[config.mk]
export PLATFORM = sky130hd
export DESIGN_NAME = dcache_ctrl
export DESIGN_NICKNAME = d
export VERILOG_FILES = /design/src/common/dcache_pkg.sv /design/src/design/dcache_ctrl.sv
export VERILOG_INCLUDE_DIRS = /design/src /design/src/common
export SDC_FILE = /design/constraint.sdc
export NUM_CORES = 1
export LEC_CHECK = 0
export BUFFER_PORTS_ARGS = -buffer_cell sky130_fd_sc_hd__buf_2
export CORE_AREA = 2 2 309 311
export CTS_CLUSTER_DIAMETER = 120
export DETAILED_ROUTE_END_ITERATION = 8
export DIE_AREA = 0 0 311 313
export SLEW_MARGIN = 40
export SYNTH_ARGS = -nofsm -noshare
export SYNTH_HDL_FRONTEND = slang
export SYNTH_SLANG_ARGS = --single-unit
[constraint.sdc]
create_clock -name i_clk -period 5.1 [get_ports i_clk]
set_clock_uncertainty 0.15 [all_clocks]
set_input_delay 0.765 -clock i_clk [delete_from_list [all_inputs] [get_ports i_clk]]
set_output_delay 0.765 -clock i_clk [all_outputs]
set_load 0.005 [all_outputs]
[src/common/dcache_defines.svh]
`ifndef DCACHE_DEFINES_SVH
`define DCACHE_DEFINES_SVH

// geometry, 4 ways x 64 sets x 8 words = 8 KiB
`define DC_WORDS_PER_LINE 8
`define DC_WAYS 4
`define DC_SETS 64

// address split: tag | index | word | byte
`define DC_OFFSET_BITS 5
`define DC_INDEX_BITS 6
`define DC_TAG_BITS 21
`define DC_WORD_SEL_BITS 3

`endif

[src/common/dcache_pkg.sv]
`default_nettype none

`include "dcache_defines.svh"

package dcache_pkg;

	typedef logic [31:0] word_t;
	typedef logic [`DC_INDEX_BITS-1:0] set_idx_t;
	typedef logic [1:0] way_idx_t;
	typedef logic [`DC_WAYS-1:0] way_mask_t;
	typedef logic [`DC_WORD_SEL_BITS-1:0] word_sel_t;
	typedef logic [2:0] plru_bits_t;

	typedef struct packed {
		logic valid;
		logic [`DC_TAG_BITS-1:0] tag;
	} tag_entry_t;

	typedef word_t [`DC_WORDS_PER_LINE-1:0] line_t;

	// processor request as held in the controller
	typedef struct packed {
		word_t adr;
		logic we;
		logic [3:0] sel;
		word_t dat;
	} cpu_req_t;

	// wishbone master side, sel is tied high at the top
	typedef struct packed {
		logic cyc;
		logic stb;
		logic we;
		word_t adr;
		word_t dat;
	} mem_req_t;

	typedef struct packed {
		logic en;
		set_idx_t set;
		way_mask_t mask;
		line_t line;
	} line_wr_t;

	typedef enum logic [2:0] {
		ST_SWEEP,
		ST_IDLE,
		ST_LOOKUP,
		ST_EVICT_READ,
		ST_WRITE_BACK,
		ST_REFILL,
		ST_INSTALL
	} dcache_state_t;

endpackage

`default_nettype wire

[src/design/dcache_ctrl.sv]
`default_nettype none

`include "dcache_defines.svh"

module dcache_ctrl (
	input logic i_clk,
	input logic i_rst,
	input logic i_cpu_cyc,
	input logic i_cpu_stb,
	input dcache_pkg::cpu_req_t i_cpu_req,
	output logic o_cpu_ack,
	input logic i_hit,
	input dcache_pkg::way_idx_t i_hit_way,
	input dcache_pkg::way_idx_t i_victim_way,
	input dcache_pkg::tag_entry_t i_victim_entry,
	input dcache_pkg::word_t i_buf_word,
	input dcache_pkg::line_t i_buf_line,
	input logic i_mem_ack,
	output dcache_pkg::mem_req_t o_mem,
	output dcache_pkg::set_idx_t o_rd_set,
	output logic [`DC_TAG_BITS-1:0] o_tag,
	output dcache_pkg::way_idx_t o_rd_way,
	output logic o_tag_wr_en,
	output dcache_pkg::set_idx_t o_tag_wr_set,
	output dcache_pkg::way_mask_t o_tag_wr_mask,
	output dcache_pkg::tag_entry_t o_tag_wr_data,
	output logic o_merge_en,
	output dcache_pkg::word_sel_t o_merge_word,
	output dcache_pkg::line_wr_t o_line_wr,
	output logic o_touch,
	output dcache_pkg::way_idx_t o_touch_way,
	output logic o_buf_load,
	output logic o_buf_fill,
	output dcache_pkg::word_sel_t o_word_sel
);
	import dcache_pkg::*;

	dcache_state_t r_state;
	set_idx_t r_sweep_cnt;
	word_sel_t r_word_cnt;
	logic r_ack;
	cpu_req_t r_req;
	way_idx_t r_way;
	logic [`DC_TAG_BITS-1:0] r_victim_tag;

	logic accept;
	logic lookup_hit;
	logic lookup_miss;
	logic install;
	logic sweep;
	logic last_word;
	set_idx_t req_set;
	set_idx_t new_set;
	logic [`DC_TAG_BITS-1:0] req_tag;
	way_idx_t wr_way;
	way_mask_t wr_mask;

	// held request is ignored in the ack cycle
	assign accept = r_state == ST_IDLE && i_cpu_cyc && i_cpu_stb && !r_ack;
	assign lookup_hit = r_state == ST_LOOKUP && i_hit;
	assign lookup_miss = r_state == ST_LOOKUP && !i_hit;
	assign install = r_state == ST_INSTALL;
	assign sweep = r_state == ST_SWEEP;
	assign last_word = r_word_cnt == word_sel_t'(`DC_WORDS_PER_LINE - 1);

	assign req_set = r_req.adr[`DC_OFFSET_BITS +: `DC_INDEX_BITS];
	assign new_set = i_cpu_req.adr[`DC_OFFSET_BITS +: `DC_INDEX_BITS];
	assign req_tag = r_req.adr[31 -: `DC_TAG_BITS];
	assign wr_way = install ? r_way : i_hit_way;
	assign wr_mask = 4'b0001 << wr_way;

	always_ff @(posedge i_clk) begin
		if (i_rst) begin
			r_state <= ST_SWEEP;
			r_sweep_cnt <= '0;
			r_word_cnt <= '0;
			r_ack <= 1'b0;
		end else begin
			r_ack <= lookup_hit;
			case (r_state)
				ST_SWEEP: begin
					r_sweep_cnt <= r_sweep_cnt + 1'b1;
					if (r_sweep_cnt == set_idx_t'(`DC_SETS - 1))
						r_state <= ST_IDLE;
				end
				ST_IDLE: begin
					if (accept)
						r_state <= ST_LOOKUP;
				end
				ST_LOOKUP: begin
					r_word_cnt <= '0;
					if (i_hit)
						r_state <= ST_IDLE;
					else if (i_victim_entry.valid)
						r_state <= ST_EVICT_READ;
					else
						r_state <= ST_REFILL;
				end
				ST_EVICT_READ: r_state <= ST_WRITE_BACK;
				ST_WRITE_BACK: begin
					if (i_mem_ack) begin
						r_word_cnt <= r_word_cnt + 1'b1;
						if (last_word)
							r_state <= ST_REFILL;
					end
				end
				ST_REFILL: begin
					if (i_mem_ack) begin
						r_word_cnt <= r_word_cnt + 1'b1;
						if (last_word)
							r_state <= ST_INSTALL;
					end
				end
				// replay the access, it hits now
				ST_INSTALL: r_state <= ST_LOOKUP;
				default: r_state <= ST_IDLE;
			endcase
		end
	end

	always_ff @(posedge i_clk) begin
		if (accept)
			r_req <= i_cpu_req;
		if (lookup_hit)
			r_way <= i_hit_way;
		if (lookup_miss) begin
			r_way <= i_victim_way;
			r_victim_tag <= i_victim_entry.tag;
		end
	end

	assign o_cpu_ack = r_ack;
	assign o_rd_set = (r_state == ST_IDLE && !r_ack) ? new_set : req_set;
	assign o_tag = req_tag;
	assign o_rd_way = (r_state == ST_LOOKUP) ? i_hit_way : r_way;

	// sweep clears all ways of one set per cycle
	assign o_tag_wr_en = sweep || install;
	assign o_tag_wr_set = sweep ? r_sweep_cnt : req_set;
	assign o_tag_wr_mask = sweep ? '1 : wr_mask;
	assign o_tag_wr_data.valid = install;
	assign o_tag_wr_data.tag = install ? req_tag : '0;

	assign o_merge_en = lookup_hit && r_req.we;
	assign o_merge_word = r_req.adr[2 +: `DC_WORD_SEL_BITS];
	assign o_line_wr.en = o_merge_en || install;
	assign o_line_wr.set = req_set;
	assign o_line_wr.mask = wr_mask;
	assign o_line_wr.line = i_buf_line;

	assign o_touch = lookup_hit || install;
	assign o_touch_way = wr_way;
	assign o_buf_load = r_state == ST_EVICT_READ;
	assign o_buf_fill = r_state == ST_REFILL && i_mem_ack;
	assign o_word_sel = r_word_cnt;

	// one word per transfer, address held until ack
	assign o_mem.cyc = r_state == ST_WRITE_BACK || r_state == ST_REFILL;
	assign o_mem.stb = o_mem.cyc;
	assign o_mem.we = r_state == ST_WRITE_BACK;
	assign o_mem.adr = {o_mem.we ? r_victim_tag : req_tag, req_set, r_word_cnt, 2'b00};
	assign o_mem.dat = i_buf_word;

endmodule

`default_nettype wire

# After elaboration in Yosys (flattened, before gate mapping)
# Cells that the tools add are included.
[classes] n_addsub=2 n_mul=0 n_div=0 magnitude_cmp=0 n_eq_ne=15 shifts=1 mux=20 bitwise_logic=0 n_reduce_logical=20
[op_table] operator="$mux 21" count=2
[op_table] operator="$mux 3" count=9
[op_table] operator="$pmux 3 s7" count=1
[op_table] operator="$eq 3x3->1 const B" count=4
[op_table] operator="$mux 6" count=2
[op_table] operator="$logic_and 1x1->1" count=8
[op_table] operator="$mux 2" count=4
[op_table] operator="$ne 2x2->1 const B" count=4
[op_table] operator="$add 6x1->6 const B" count=1
[op_table] operator="$eq 3x2->1 const B" count=2
[op_table] operator="$eq 6x6->1 const B" count=1
[op_table] operator="$ne 2x1->1 const B" count=3
[op_table] operator="$pmux 3 s2" count=1
[op_table] operator="$reduce_and 6->1" count=1
[op_table] operator="$logic_or 1x1->1" count=4
[op_table] operator="$mux 4" count=1
[op_table] operator="$reduce_bool 2->1" count=2
[op_table] operator="$shl 1x2->4 const A" count=1
[op_table] operator="$add 3x1->3 const B" count=1
[op_table] operator="$eq 3x1->1 const B" count=1
[op_table] operator="$logic_not 3->1" count=1
[op_table] operator="$logic_not 1->1" count=2
[op_table] operator="$reduce_and 2->1" count=1
[op_table] operator="$reduce_or 2->1" count=1
[word_totals] ff_bits=69 latch_bits=0 ram_bits=0 mem_bits_ro=0 output_inout_bits=409 wordCells=66 n_memories=0

# Longest topological paths before layout
# Gate-level depths: netlist (run 1).
[logic_depth] depth_word=6 ltp_mapped=6

# Worst setup path after synthesis (run 1)
# No wires, ideal clock.
[synth_timing] path_kind="register to register" startpoint="register r_state[2]" endpoint="register r_req (netlist bit o_line_wr[260]) (enable)" setup_time_ps=458 arrival_time_ps=3054 required_time_ps=4492 setup_slack_ps=1438 stages_incl_launch_ff=4 n_path_buf=1 period_less_slack_ps=3662 cell_sequence="dfxtp_1 -> buf_6 -> or3b_4 -> nor3_1"
[synth_via] elab_chain_cells=4
[synth_lines] element="from (decl)" line="dcache_ctrl.sv:38" rtl="dcache_state_t r_state;"
[synth_lines] element="from (signal assigned)" line="dcache_ctrl.sv:74" rtl="r_state <= ST_SWEEP;"
[synth_lines] element="from (signal assigned)" line="dcache_ctrl.sv:84" rtl="r_state <= ST_IDLE;"
[synth_lines] element="from (signal assigned)" line="dcache_ctrl.sv:88" rtl="r_state <= ST_LOOKUP;"
[synth_lines] element="$eq 3x1->1" line="dcache_ctrl.sv:59" rtl="assign accept = r_state == ST_IDLE && i_cpu_cyc && i_cpu_stb && !r_ack;"
[synth_lines] element="$logic_and 1x1->1 (3 in series)" line="dcache_ctrl.sv:59"
[synth_lines] element="named net accept" line="dcache_ctrl.sv:46" rtl="logic accept;"
[synth_lines] element="to (signal assigned)" line="dcache_ctrl.sv:123" rtl="r_req <= i_cpu_req;"
[synth_lines] element="to (decl)" line="dcache_ctrl.sv:42" rtl="cpu_req_t r_req;"
# The timed path passes the listed nets, and every way through them passes these cells.
# A chain may end at the register's enable or synchronous reset.

# Final worst setup path (run 1)
[layout_timing] startpoint="register r_state[2]" endpoint="output port o_tag_wr_mask[0]"
[layout_via] elab_chain_cells=4 elab_cells_between_ends=5 cone_classes="eq/ne (1); shift (1); mux (2); reduce/logical (1)"
[layout_lines] element="$eq 3x3->1" line="dcache_ctrl.sv:62" rtl="assign install = r_state == ST_INSTALL;"
[layout_lines] element="$mux 2" line="dcache_ctrl.sv:69" rtl="assign wr_way = install ? r_way : i_hit_way;"
[layout_lines] element="$shl 1x2->4" line="dcache_ctrl.sv:70" rtl="assign wr_mask = 4'b0001 << wr_way;"
[layout_lines] element="$mux 4 *" line="dcache_ctrl.sv:140" rtl="assign o_tag_wr_mask = sweep ? '1 : wr_mask;"
[layout_lines] element="to (decl)" line="dcache_ctrl.sv:25" rtl="output dcache_pkg::way_mask_t o_tag_wr_mask,"
# Mark *: on every way between the ends. The rest lies on a longest branch, timed or not.

==> summary.md, run 1 <==
| Metric | Value |
|---|---|
| Core Box Area | 94200 sq um |
| P_leak | 0.00201 uW |
| Placed cell areas | 5520 sq um |
| TritonRoute pass-1 iters | 4 |
| Worst-path fanout max | 15 |
| Global-route wire length before repair | 36400 microns |
| Worst hold path class | flop to flop |
| Synth top cells by count | buf_4 (335), edfxtp_1 (54), mux2_2 (31), nand2_1 (26), and2_1 (22) |
| Status | complete, no violations |
| Yosys reg bits | 67 |
| Netlist Area Pre-Place | 5540 sq um |
| Max cap viols | 0 |
| DR iter-0 viols | 126 |
| Switching Share | 30.9% |
| Mean Syn Cell Area | 9.86 sq um |
| Slowest cell delay on critical path | 0.63 ns |
| Final instance area | 5850 sq um |
| I/O pins | 798 |
| Die area | 97300 sq um |
| Antenna viol nets, final | 0 |
| Sw power | 541 uW |
| Initial Util | 5.89% |
| Part of the Yosys area used for sequential elements | 34.0% |
| Top area cells in the synthesized netlist | buf_4 (45%), edfxtp_1 (29%), mux2_2 (6.3%) |
| Final count of negative-setup-slack endpoints | 0 |
| Setup slack, reg-to-reg | 2.55 ns |
| YS warnings | 0 |
| Hold buffer count at cts | 0 |
| Count leader, synth | buf_4 |
| Setup TNS | 0 ns |
| Area growth, synth to finish | 5.51% |
| TritonCTS Sinks | 67 |
| Main synth FF type | edfxtp_1 |
| Vias/cell | 1.86 |
| RSZ-0062 raised after global routing | no |
| WL met3 | 9130 microns |
| GR Overflow Total | 0 |
| Row Count | 113 |
| CTS Buf Count | 9 |
| Delay-heaviest family, CP | simple AND/OR/NAND/NOR gates |
| Hold Vio Cnt, Final | 0 |
| Combinational power share | 22.7% |
| DRC viols | 0 |
| Worst-margin pin slew | 0.771 ns |
| Later-pin clock latency in the skew report | 0.36 ns |
| Internal power consumption | 1210 uW |
| Largest area contributor in the netlist | buf_4 |
| Slowest cell on the critical path | and3b_1 |
| Fillcell total | 11200 |
| Die H | 313 microns |
| Buffers on Ports | 181 |
| Postcts setup bufs | 0 |
| Die X | 311 microns |
| Post-synth top area share | 45.4% |
| Root Buffer | clkbuf_16 |
| Share of cells above drive strength 1 | 58.2% |
| Startpoint types | flop |
| Final GP Congestion | 0.725 |
| FFs w/ async S/R, synth | 0% |
| Pwr per Cell Area | 300 nW/um^2 |
| Reg area | 1880 sq um |
| Post-CTS Resized | 0 |
| Pins Over Slew Limit | 0 |
| FMAX | 0.282 GHz |
| Largest net degree at the start of global routing | 32 |
| Post-route minimum period | 3.55 ns |
| CTS tree | done |
| EDFF count, synth | 54 |
| Critical Path AT | 2.64 ns |
| Number of global-route vias before repair | 3119 |
| Fin crit share | 69.6% |
| Area of the multi-input gates | 1110 sq um |
| CP Capture Type | output pin |
| Max_slew headroom | 48.6% |
| Total wire length | 30800 microns |
| Clock power share | 38.0% |
| Reg clk slew, reported paths | 0.06 ns |
| Detailed-route via count | 3150 |
| Pwr Total | 1750 uW |
| Syn Inst Count | 562 |
| Critical Path RT | 4.18 ns |
| Wirelength per Cell | 18.2 microns |
| HPWL Detailed | 27200 microns |
| Clock Path Buffers | 2 |
| Crit Path Category | flop to output pin |
| DRT met1 WL | 7500 microns |
| Max rail drop VDD | 395 uV |
| Initial antenna violation count | 15 |
| Sequential share of power | 39.3% |
| CP cell instances | and3b_1 > buf_4 > mux2i_4 > inv_2 > o21ai_1 > buf_2 |
| Crit path buffers/inverters | 3 |
| Yosys cell types | 42 |
| H-tree levels | 3 |
| Met2 wire len | 12200 microns |
| Max layer used | met5 |
| Final Net Count | 808 |
| Global-route usage over all layers | 6.01% |
[cells in the final DEF (no fill, tap or decap), types with 3 or more instances in the layout]
| master | netlist | final |
|---|---|---|
| nand2b_1 | 3 | 3 |
| nor2_1 | 18 | 18 |
| mux2_2 | 31 | 31 |
| edfxtp_1 | 54 | 54 |
| and3b_1 | 3 | 3 |
| o21ai_0 | 4 | 4 |
| buf_2 | 2 | 181 |
| xor2_1 | 4 | 4 |
| diode_2 | 0 | 7 |
| ha_1 | 3 | 3 |
| o21ai_1 | 3 | 3 |
| nand2_1 | 26 | 26 |
| and2_1 | 22 | 22 |
| clkbuf_16 | 0 | 10 |
| a21oi_1 | 4 | 4 |
| dfxtp_1 | 13 | 13 |
[registers in the layout, indices dropped and copies added, names as in the netlist]
| signal | flops |
|---|---|
| r_state | 3 |
| o_tag | 21 |
| r_req | 1 |
| r_way | 2 |
| o_cpu_ack | 1 |
| o_word_sel | 3 |
| o_merge_word | 3 |
| r_sweep_cnt | 6 |
| o_line_wr | 6 |
| r_victim_tag | 21 |
[through the flow]
stage          hold slack [ns]  instances  worst slack (ns)  util (%)
2_1_floorplan            0.306        563              1.44         -
3_3_place_gp             0.332       1669              1.96      5.84
3_5_place_dp             0.330       1670              1.93      5.86
4_1_cts                  0.339       1686              1.51      6.19
5_1_grt                  0.388       1688              1.34      6.20
6_report                 0.336       1693              1.55      6.21
[cells by family after synthesis]
logic type	synth area share, %
AO/OA/AOI/OAI	1.76
XOR/XNOR	0.790
adder cells (fa/ha/maj)	0.677
buffers and inverters	46.4
multiplexers	7.49
flip-flops	34.0
AND/OR/NAND/NOR	8.83
other	0.0677
[metal layers]
layer | track usage (%) | vias up
met5 | 0.484 | -
met4 | 3.70 | 6
met3 | 8.23 | 130
met2 | 8.21 | 528
met1 | 4.21 | 1293
li1 | - | 1193
[worst paths after layout]
kind / cells past startpoint / end / from
max: 6 / o_tag_wr_mask[0] / r_state[2]
min: 2 / r_sweep_cnt[1] / r_sweep_cnt[1]
max reg2reg: 3 / r_way[1] / r_state[1]
min reg2reg: 2 / r_sweep_cnt[1] / r_sweep_cnt[1]
[power groups by stage]
stage | Combinational (uW) | Sequential, uW | Clock, uW
floorplan | 449 | 673 | 0
global placement | 402 | 698 | 0
detailed placement | 402 | 699 | 0
CTS | 404 | 688 | 707
global route | 433 | 696 | 721
finish | 398 | 689 | 666
[cell type report]
| class | count | area share [%] |
|---|---|---|
| flip-flops and latches | 67 | 32.2 |
| well taps | 1265 | 27.1 |
| multi-input cells | 150 | 18.9 |
| repair buffers | 184 | 16.0 |
| clock buffers | 12 | 4.75 |
| clock inverters | 4 | 0.513 |
| diodes | 7 | 0.300 |
| inverters | 4 | 0.257 |
[tightest hold or removal path: stages (launching register included)]
cell	delay (ns)
dfxtp_1	0.33
nand2_1	0.06
a21oi_1	0.05
(Power assumes the default switching activity.)
==> inputs of run 2 (changes only) <==
ABC_AREA = 1   (was default)
CORE_AREA = 2 2 313 315   (was 2 2 309 311)
DIE_AREA = 0 0 315 317   (was 0 0 311 313)
clock period = 3.1 ns   (was 5.1 ns; I/O delays follow)
==> summary.md, run 2 <==
| Metric | Value |
|---|---|
| Part of the Yosys area used for sequential elements | 34.6% |
| Die X | 315 microns |
| RSZ-0062 raised after global routing | no |
| Pins Over Slew Limit | 0 |
| Postcts setup bufs | 0 |
| Top area cells in the synthesized netlist | buf_4 (46%), edfxtp_1 (30%), nand2_1 (4.8%) |
| YS warnings | 0 |
| Switching Share | 23.4% |
| WL met3 | 16100 microns |
| Detailed-route via count | 3558 |
| Hold Vio Cnt, Final | 0 |
| P_leak | 0.00211 uW |
| Synth top cells by count | buf_4 (331), nand2_1 (70), edfxtp_1 (54), nor2_1 (44), inv_1 (40) |
| Yosys cell types | 23 |
| Row Count | 114 |
| Worst-margin pin slew | 0.591 ns |
| H-tree levels | 3 |
| Post-synth top area share | 45.7% |
| Fillcell total | 11400 |
| Area growth, synth to finish | 6.28% |
| Placed cell areas | 5480 sq um |
| FMAX | 0.369 GHz |
| Met2 wire len | 21700 microns |
| Share of cells above drive strength 1 | 42.6% |
| Global-route wire length before repair | 53300 microns |
| Global-route usage over all layers | 9.04% |
| Status | complete, no violations |
| I/O pins | 798 |
| Number of global-route vias before repair | 3380 |
| Syn Inst Count | 642 |
| Max layer used | met5 |
| EDFF count, synth | 54 |
| CTS Buf Count | 9 |
| Core Box Area | 96300 sq um |
| Crit Path Category | flop to output pin |
| Root Buffer | clkbuf_16 |
| Max cap viols | 0 |
| Vias/cell | 2.00 |
| Commonest non-fill, non-tap cell in the layout | buf_2 |
| Internal power consumption | 1630 uW |
| Post-route minimum period | 2.71 ns |
| Final GP Congestion | 0.863 |
| Initial antenna violation count | 14 |
| FFs w/ async S/R, synth | 0% |
| DRT met1 WL | 7920 microns |
| Worst-path fanout max | 17 |
| DR iter-0 viols | 148 |
| Fin crit share | 87.5% |
| Initial Util | 5.65% |
| Count leader, synth | buf_4 |
| Clock power share | 50.4% |
| Pwr per Cell Area | 367 nW/um^2 |
| Mean Syn Cell Area | 8.47 sq um |
| Final instance area | 5780 sq um |
| Most frequent cells in the layout | buf_2 (181), nand2_1 (70), edfxtp_1 (54) |
| Largest area contributor in the netlist | buf_4 |
| TritonRoute pass-1 iters | 5 |
| Max_slew headroom | 60.5% |
| Combinational power share | 3.7% |
| Final count of negative-setup-slack endpoints | 0 |
| Max rail drop VDD | 246 uV |
| DRC viols | 0 |
| Main synth FF type | edfxtp_1 |
| Setup TNS | 0 ns |
| Wirelength per Cell | 26.6 microns |
| Netlist Area Pre-Place | 5440 sq um |
| Critical Path AT | 2.10 ns |
| Startpoint types | flop |
| Reg clk slew, reported paths | 0.07 ns |
| Post-CTS Resized | 0 |
| CTS tree | done |
| Final Net Count | 892 |
| Hold buffer count at cts | 0 |
| HPWL Detailed | 44100 microns |
| Antenna viol nets, final | 0 |
| Die area | 99900 sq um |
| TritonCTS Sinks | 67 |
| Clock Path Buffers | 2 |
| Worst hold path class | primary input to flop |
| CP Capture Type | output pin |
| Sequential share of power | 46.0% |
| GR Overflow Total | 0 |
| Critical Path RT | 2.48 ns |
| Yosys reg bits | 67 |
| Sw power | 498 uW |
| Die H | 317 microns |
| Largest net degree at the start of global routing | 32 |
| Total wire length | 47400 microns |
| Later-pin clock latency in the skew report | 0.36 ns |
| Buffers on Ports | 181 |
[run 2: cell types whose count changed in the layout (fill, tap and decap cells not counted), sizes merged, moves of 4 or more]
cell,delta
nor2,+27
nand2,+44
a21oi,+6
and2,-23
xor2,-4
diode,-6
o21ai,+34
nand3,+13
mux2,-32
inv,+41
[run 2: critical path, stage by stage, from the launching register on]
cell and delay (ns):
dfxtp_1 0.41, nor2_1 0.20, inv_1 0.11, nor2_4 0.42
buf_4 0.30, nand2_1 0.06, o21ai_0 0.07, buf_2 0.14
[run 2: final cells by class]
class                   count  area [sq um]  share of cell area [%]
clock inverters             5          31.3                   0.541
well taps                1276          1600                    27.6
flip-flops and latches     67          1880                    32.5
repair buffers            187           951                    16.4
diodes                      1          2.50                  0.0433
multi-input cells         192           893                    15.5
inverters                  43           161                    2.79
clock buffers              11           264                    4.57
[run 2: path summary, 6_finish.rpt]
path | start | to | slack, ns | depth (start not counted)
max | r_state[1] | o_mem[48] | 0.39 | 7
min | i_cpu_req[62] | o_tag[14] | 0.12 | 1
max reg2reg | r_state[0] | o_tag[7] | 0.78 | 5
min reg2reg | r_sweep_cnt[5] | r_sweep_cnt[5] | 0.32 | 2
[run 2: layer usage]
| metal | up-vias | global-route usage [%] |
|---|---|---|
| met5 | - | 0.805 |
| li1 | 1401 | - |
| met3 | 94 | 14.1 |
| met2 | 600 | 14.7 |
| met1 | 1459 | 4.31 |
| met4 | 4 | 3.05 |
[run 2: kinds of logic after synthesis]
family | after synthesis | synth area share, %
AO/OA/AOI/OAI | 53 | 5.11
other | 1 | 0.0689
flip-flops | 67 | 34.6
AND/OR/NAND/NOR | 134 | 10.1
adder cells (fa/ha/maj) | 3 | 0.690
buffers and inverters | 384 | 49.5
[run 2: through the flow]
stage                     cells  setup slack, ns  power (uW)  hold slack, ns  util (%)
after floorplan             643            0.321        1320           0.295         -
after global placement     1765            0.752        1070           0.313      5.70
after detailed placement   1765            0.762        1070           0.317      5.70
after CTS                  1781            0.333        2180          0.0836      6.00
after global routing       1781            0.197        2200          0.0997      6.00
final                      1782            0.388        2120           0.123      6.01
[run 2: power by group through the flow]
stage	Combinational (uW)	Clock, uW	Sequential, uW
floorplan	323	0	995
global placement	76.0	0	996
detailed placement	77.7	0	996
CTS	77.9	1130	976
global route	85.4	1140	976
finish	77.7	1070	976
==> inputs of run 3 (changes only) <==
CELL_PAD_IN_SITES_DETAIL_PLACEMENT = 1   (was default)
CELL_PAD_IN_SITES_GLOBAL_PLACEMENT = 1   (was default)
CORE_AREA = 2 2 308 310   (was 2 2 313 315)
CTS_CLUSTER_SIZE = 12   (was default)
DIE_AREA = 0 0 310 312   (was 0 0 315 317)
PLACE_DENSITY_LB_ADDON = 0.1   (was default)
==> summary.md, run 3 (same netlist as run 2, synthesis figures left out) <==
| Metric | Value |
|---|---|
| Status | complete, no violations |
| Worst r2r src | r_state[0] |
| Hold path endpoint | o_merge_word[1] |
| CTS tree | done |
| Detailed-route via count | 3460 |
| Worst hold stages | 1 |
| R2R depth | 4 |
| Area growth, synth to finish | 8.37% |
| Root Buffer | clkbuf_16 |
| P_leak | 0.00216 uW |
| Final count of negative-setup-slack endpoints | 0 |
| CTS Buf Count | 9 |
| Global-route usage over all layers | 7.12% |
| TritonCTS Sinks | 67 |
| R2R Path End | r_victim_tag[2] |
| Pwr Total | 2400 uW |
| Vias/cell | 1.96 |
| Switching Share | 24.7% |
| Hold Crit Start | i_cpu_req[40] |
| Final Net Count | 898 |
| Share of cells above drive strength 1 | 43.2% |
| Core Box Area | 93000 sq um |
| Placed cell areas | 5540 sq um |
| Pwr per Cell Area | 407 nW/um^2 |
| Worst-path fanout max | 37 |
| Initial antenna violation count | 6 |
| Startpoint types | flop |
| Internal power consumption | 1810 uW |
| Clock Path Buffers | 2 |
| I/O pins | 798 |
| Sw power | 591 uW |
| Most frequent cells in the layout | buf_2 (181), nand2_1 (70), edfxtp_1 (54) |
| Die area | 96700 sq um |
| Max_slew headroom | 61.7% |
| HPWL Detailed | 30200 microns |
| Commonest non-fill, non-tap cell in the layout | buf_2 |
| Fin crit share | 88.1% |
| Setup TNS | 0 ns |
| Initial Util | 5.85% |
| Row Count | 112 |
| Pins Over Slew Limit | 0 |
| Die H | 312 microns |
| Critical Path AT | 2.12 ns |
| Setup slack, reg-to-reg | 1.07 ns |
| Clock power share | 55.9% |
| GR Overflow Total | 0 |
| CP Capture Type | output pin |
| Worst-margin pin slew | 0.573 ns |
| Later-pin clock latency in the skew report | 0.37 ns |
| Global-route wire length before repair | 43600 microns |
| TritonRoute pass-1 iters | 4 |
| Hold Vio Cnt, Final | 0 |
| FMAX | 0.366 GHz |
| Sequential share of power | 40.7% |
| Largest net degree at the start of global routing | 38 |
| Postcts setup bufs | 0 |
| H-tree levels | 3 |
| Max cap viols | 0 |
| Die X | 310 microns |
| Wirelength per Cell | 20.2 microns |
| Critical Path RT | 2.48 ns |
| Buffers on Ports | 181 |
| Hold buffer count at cts | 0 |
| Reg clk slew, reported paths | 0.08 ns |
| Antenna viol nets, final | 0 |
| DR iter-0 viols | 136 |
| Max rail drop VDD | 154 uV |
| Post-route minimum period | 2.73 ns |
| Total wire length | 35600 microns |
| Number of global-route vias before repair | 3886 |
| Final instance area | 5900 sq um |
| Final GP Congestion | 0.625 |
| RSZ-0062 raised after global routing | no |
| Crit Path Category | flop to output pin |
| Combinational power share | 3.4% |
| Post-CTS Resized | 0 |
| DRC viols | 0 |
| Worst hold path class | primary input to flop |
## run 3: cell count changes in the layout (fill, tap and decap cells not counted)
cell	delta
inv_4	-2
buf_12	+3
inv_6	+1
clkinvlp_4	+1
clkbuf_16	-1
clkinv_2	-2
diode_2	+2
bufinv_16	+3
clkinv_4	+1
buf_4	+3
clkbuf_8	-1
## run 3: final cells by class
| cell class | count | area, sq um |
|---|---|---|
| fillers | 11200 | 87200 |
| flip-flops and latches | 67 | 1880 |
| well taps | 1254 | 1570 |
| repair buffers | 193 | 1030 |
| multi-input cells | 192 | 893 |
| clock buffers | 9 | 225 |
| inverters | 43 | 161 |
| clock inverters | 7 | 124 |
| diodes | 3 | 7.51 |
## run 3: per-layer routing
layer	part of all wire [%]	GRT usage, %	wire, microns
met3	19	6.06	6600
met1	29	5.78	10300
met5	0.39	0.495	139
met4	5.9	4.56	2100
met2	46	11.4	16500
## run 3: metrics by stage
stage / setup WS [ns] / utilization, % / std cells / hold WS (ns)
after floorplan: 0.321 / - / 643 / 0.295
after CTS: 0.195 / 6.33 / 1765 / 0.0494
after global routing: 0.105 / 6.33 / 1765 / 0.0683
final: 0.368 / 6.34 / 1768 / 0.0996
after global placement: 0.603 / 5.95 / 1749 / 0.368
after detailed placement: 0.652 / 5.95 / 1749 / 0.361
## run 3: worst max path at each step
stage / from / to / cells past startpoint
after floorplan: r_state[0] / o_line_wr[260] / 4
after global placement: r_state[1] / o_mem[54] / 7
after detailed placement: r_state[1] / o_mem[54] / 7
after CTS: r_state[1] / o_mem[54] / 7
after global routing: r_state[1] / o_tag_wr_set[0] / 6
final: r_state[1] / o_mem[54] / 7
## run 3: critical path, stage by stage, from the launching register on
cell and delay, ns:
dfxtp_1 0.42, nor2_1 0.21, inv_1 0.12, nor2_4 0.27, buf_12 0.26, nand2_1 0.16
o21ai_0 0.11, buf_2 0.16
## run 3: power by group through the flow
stage               sequential [uW]  clock (uW)  combinational, uW
finish                          975        1340               81.8
global placement                996           0               84.9
floorplan                       995           0                323
global route                    976        1450               93.2
detailed placement              996           0               85.0
CTS                             975        1450               85.6
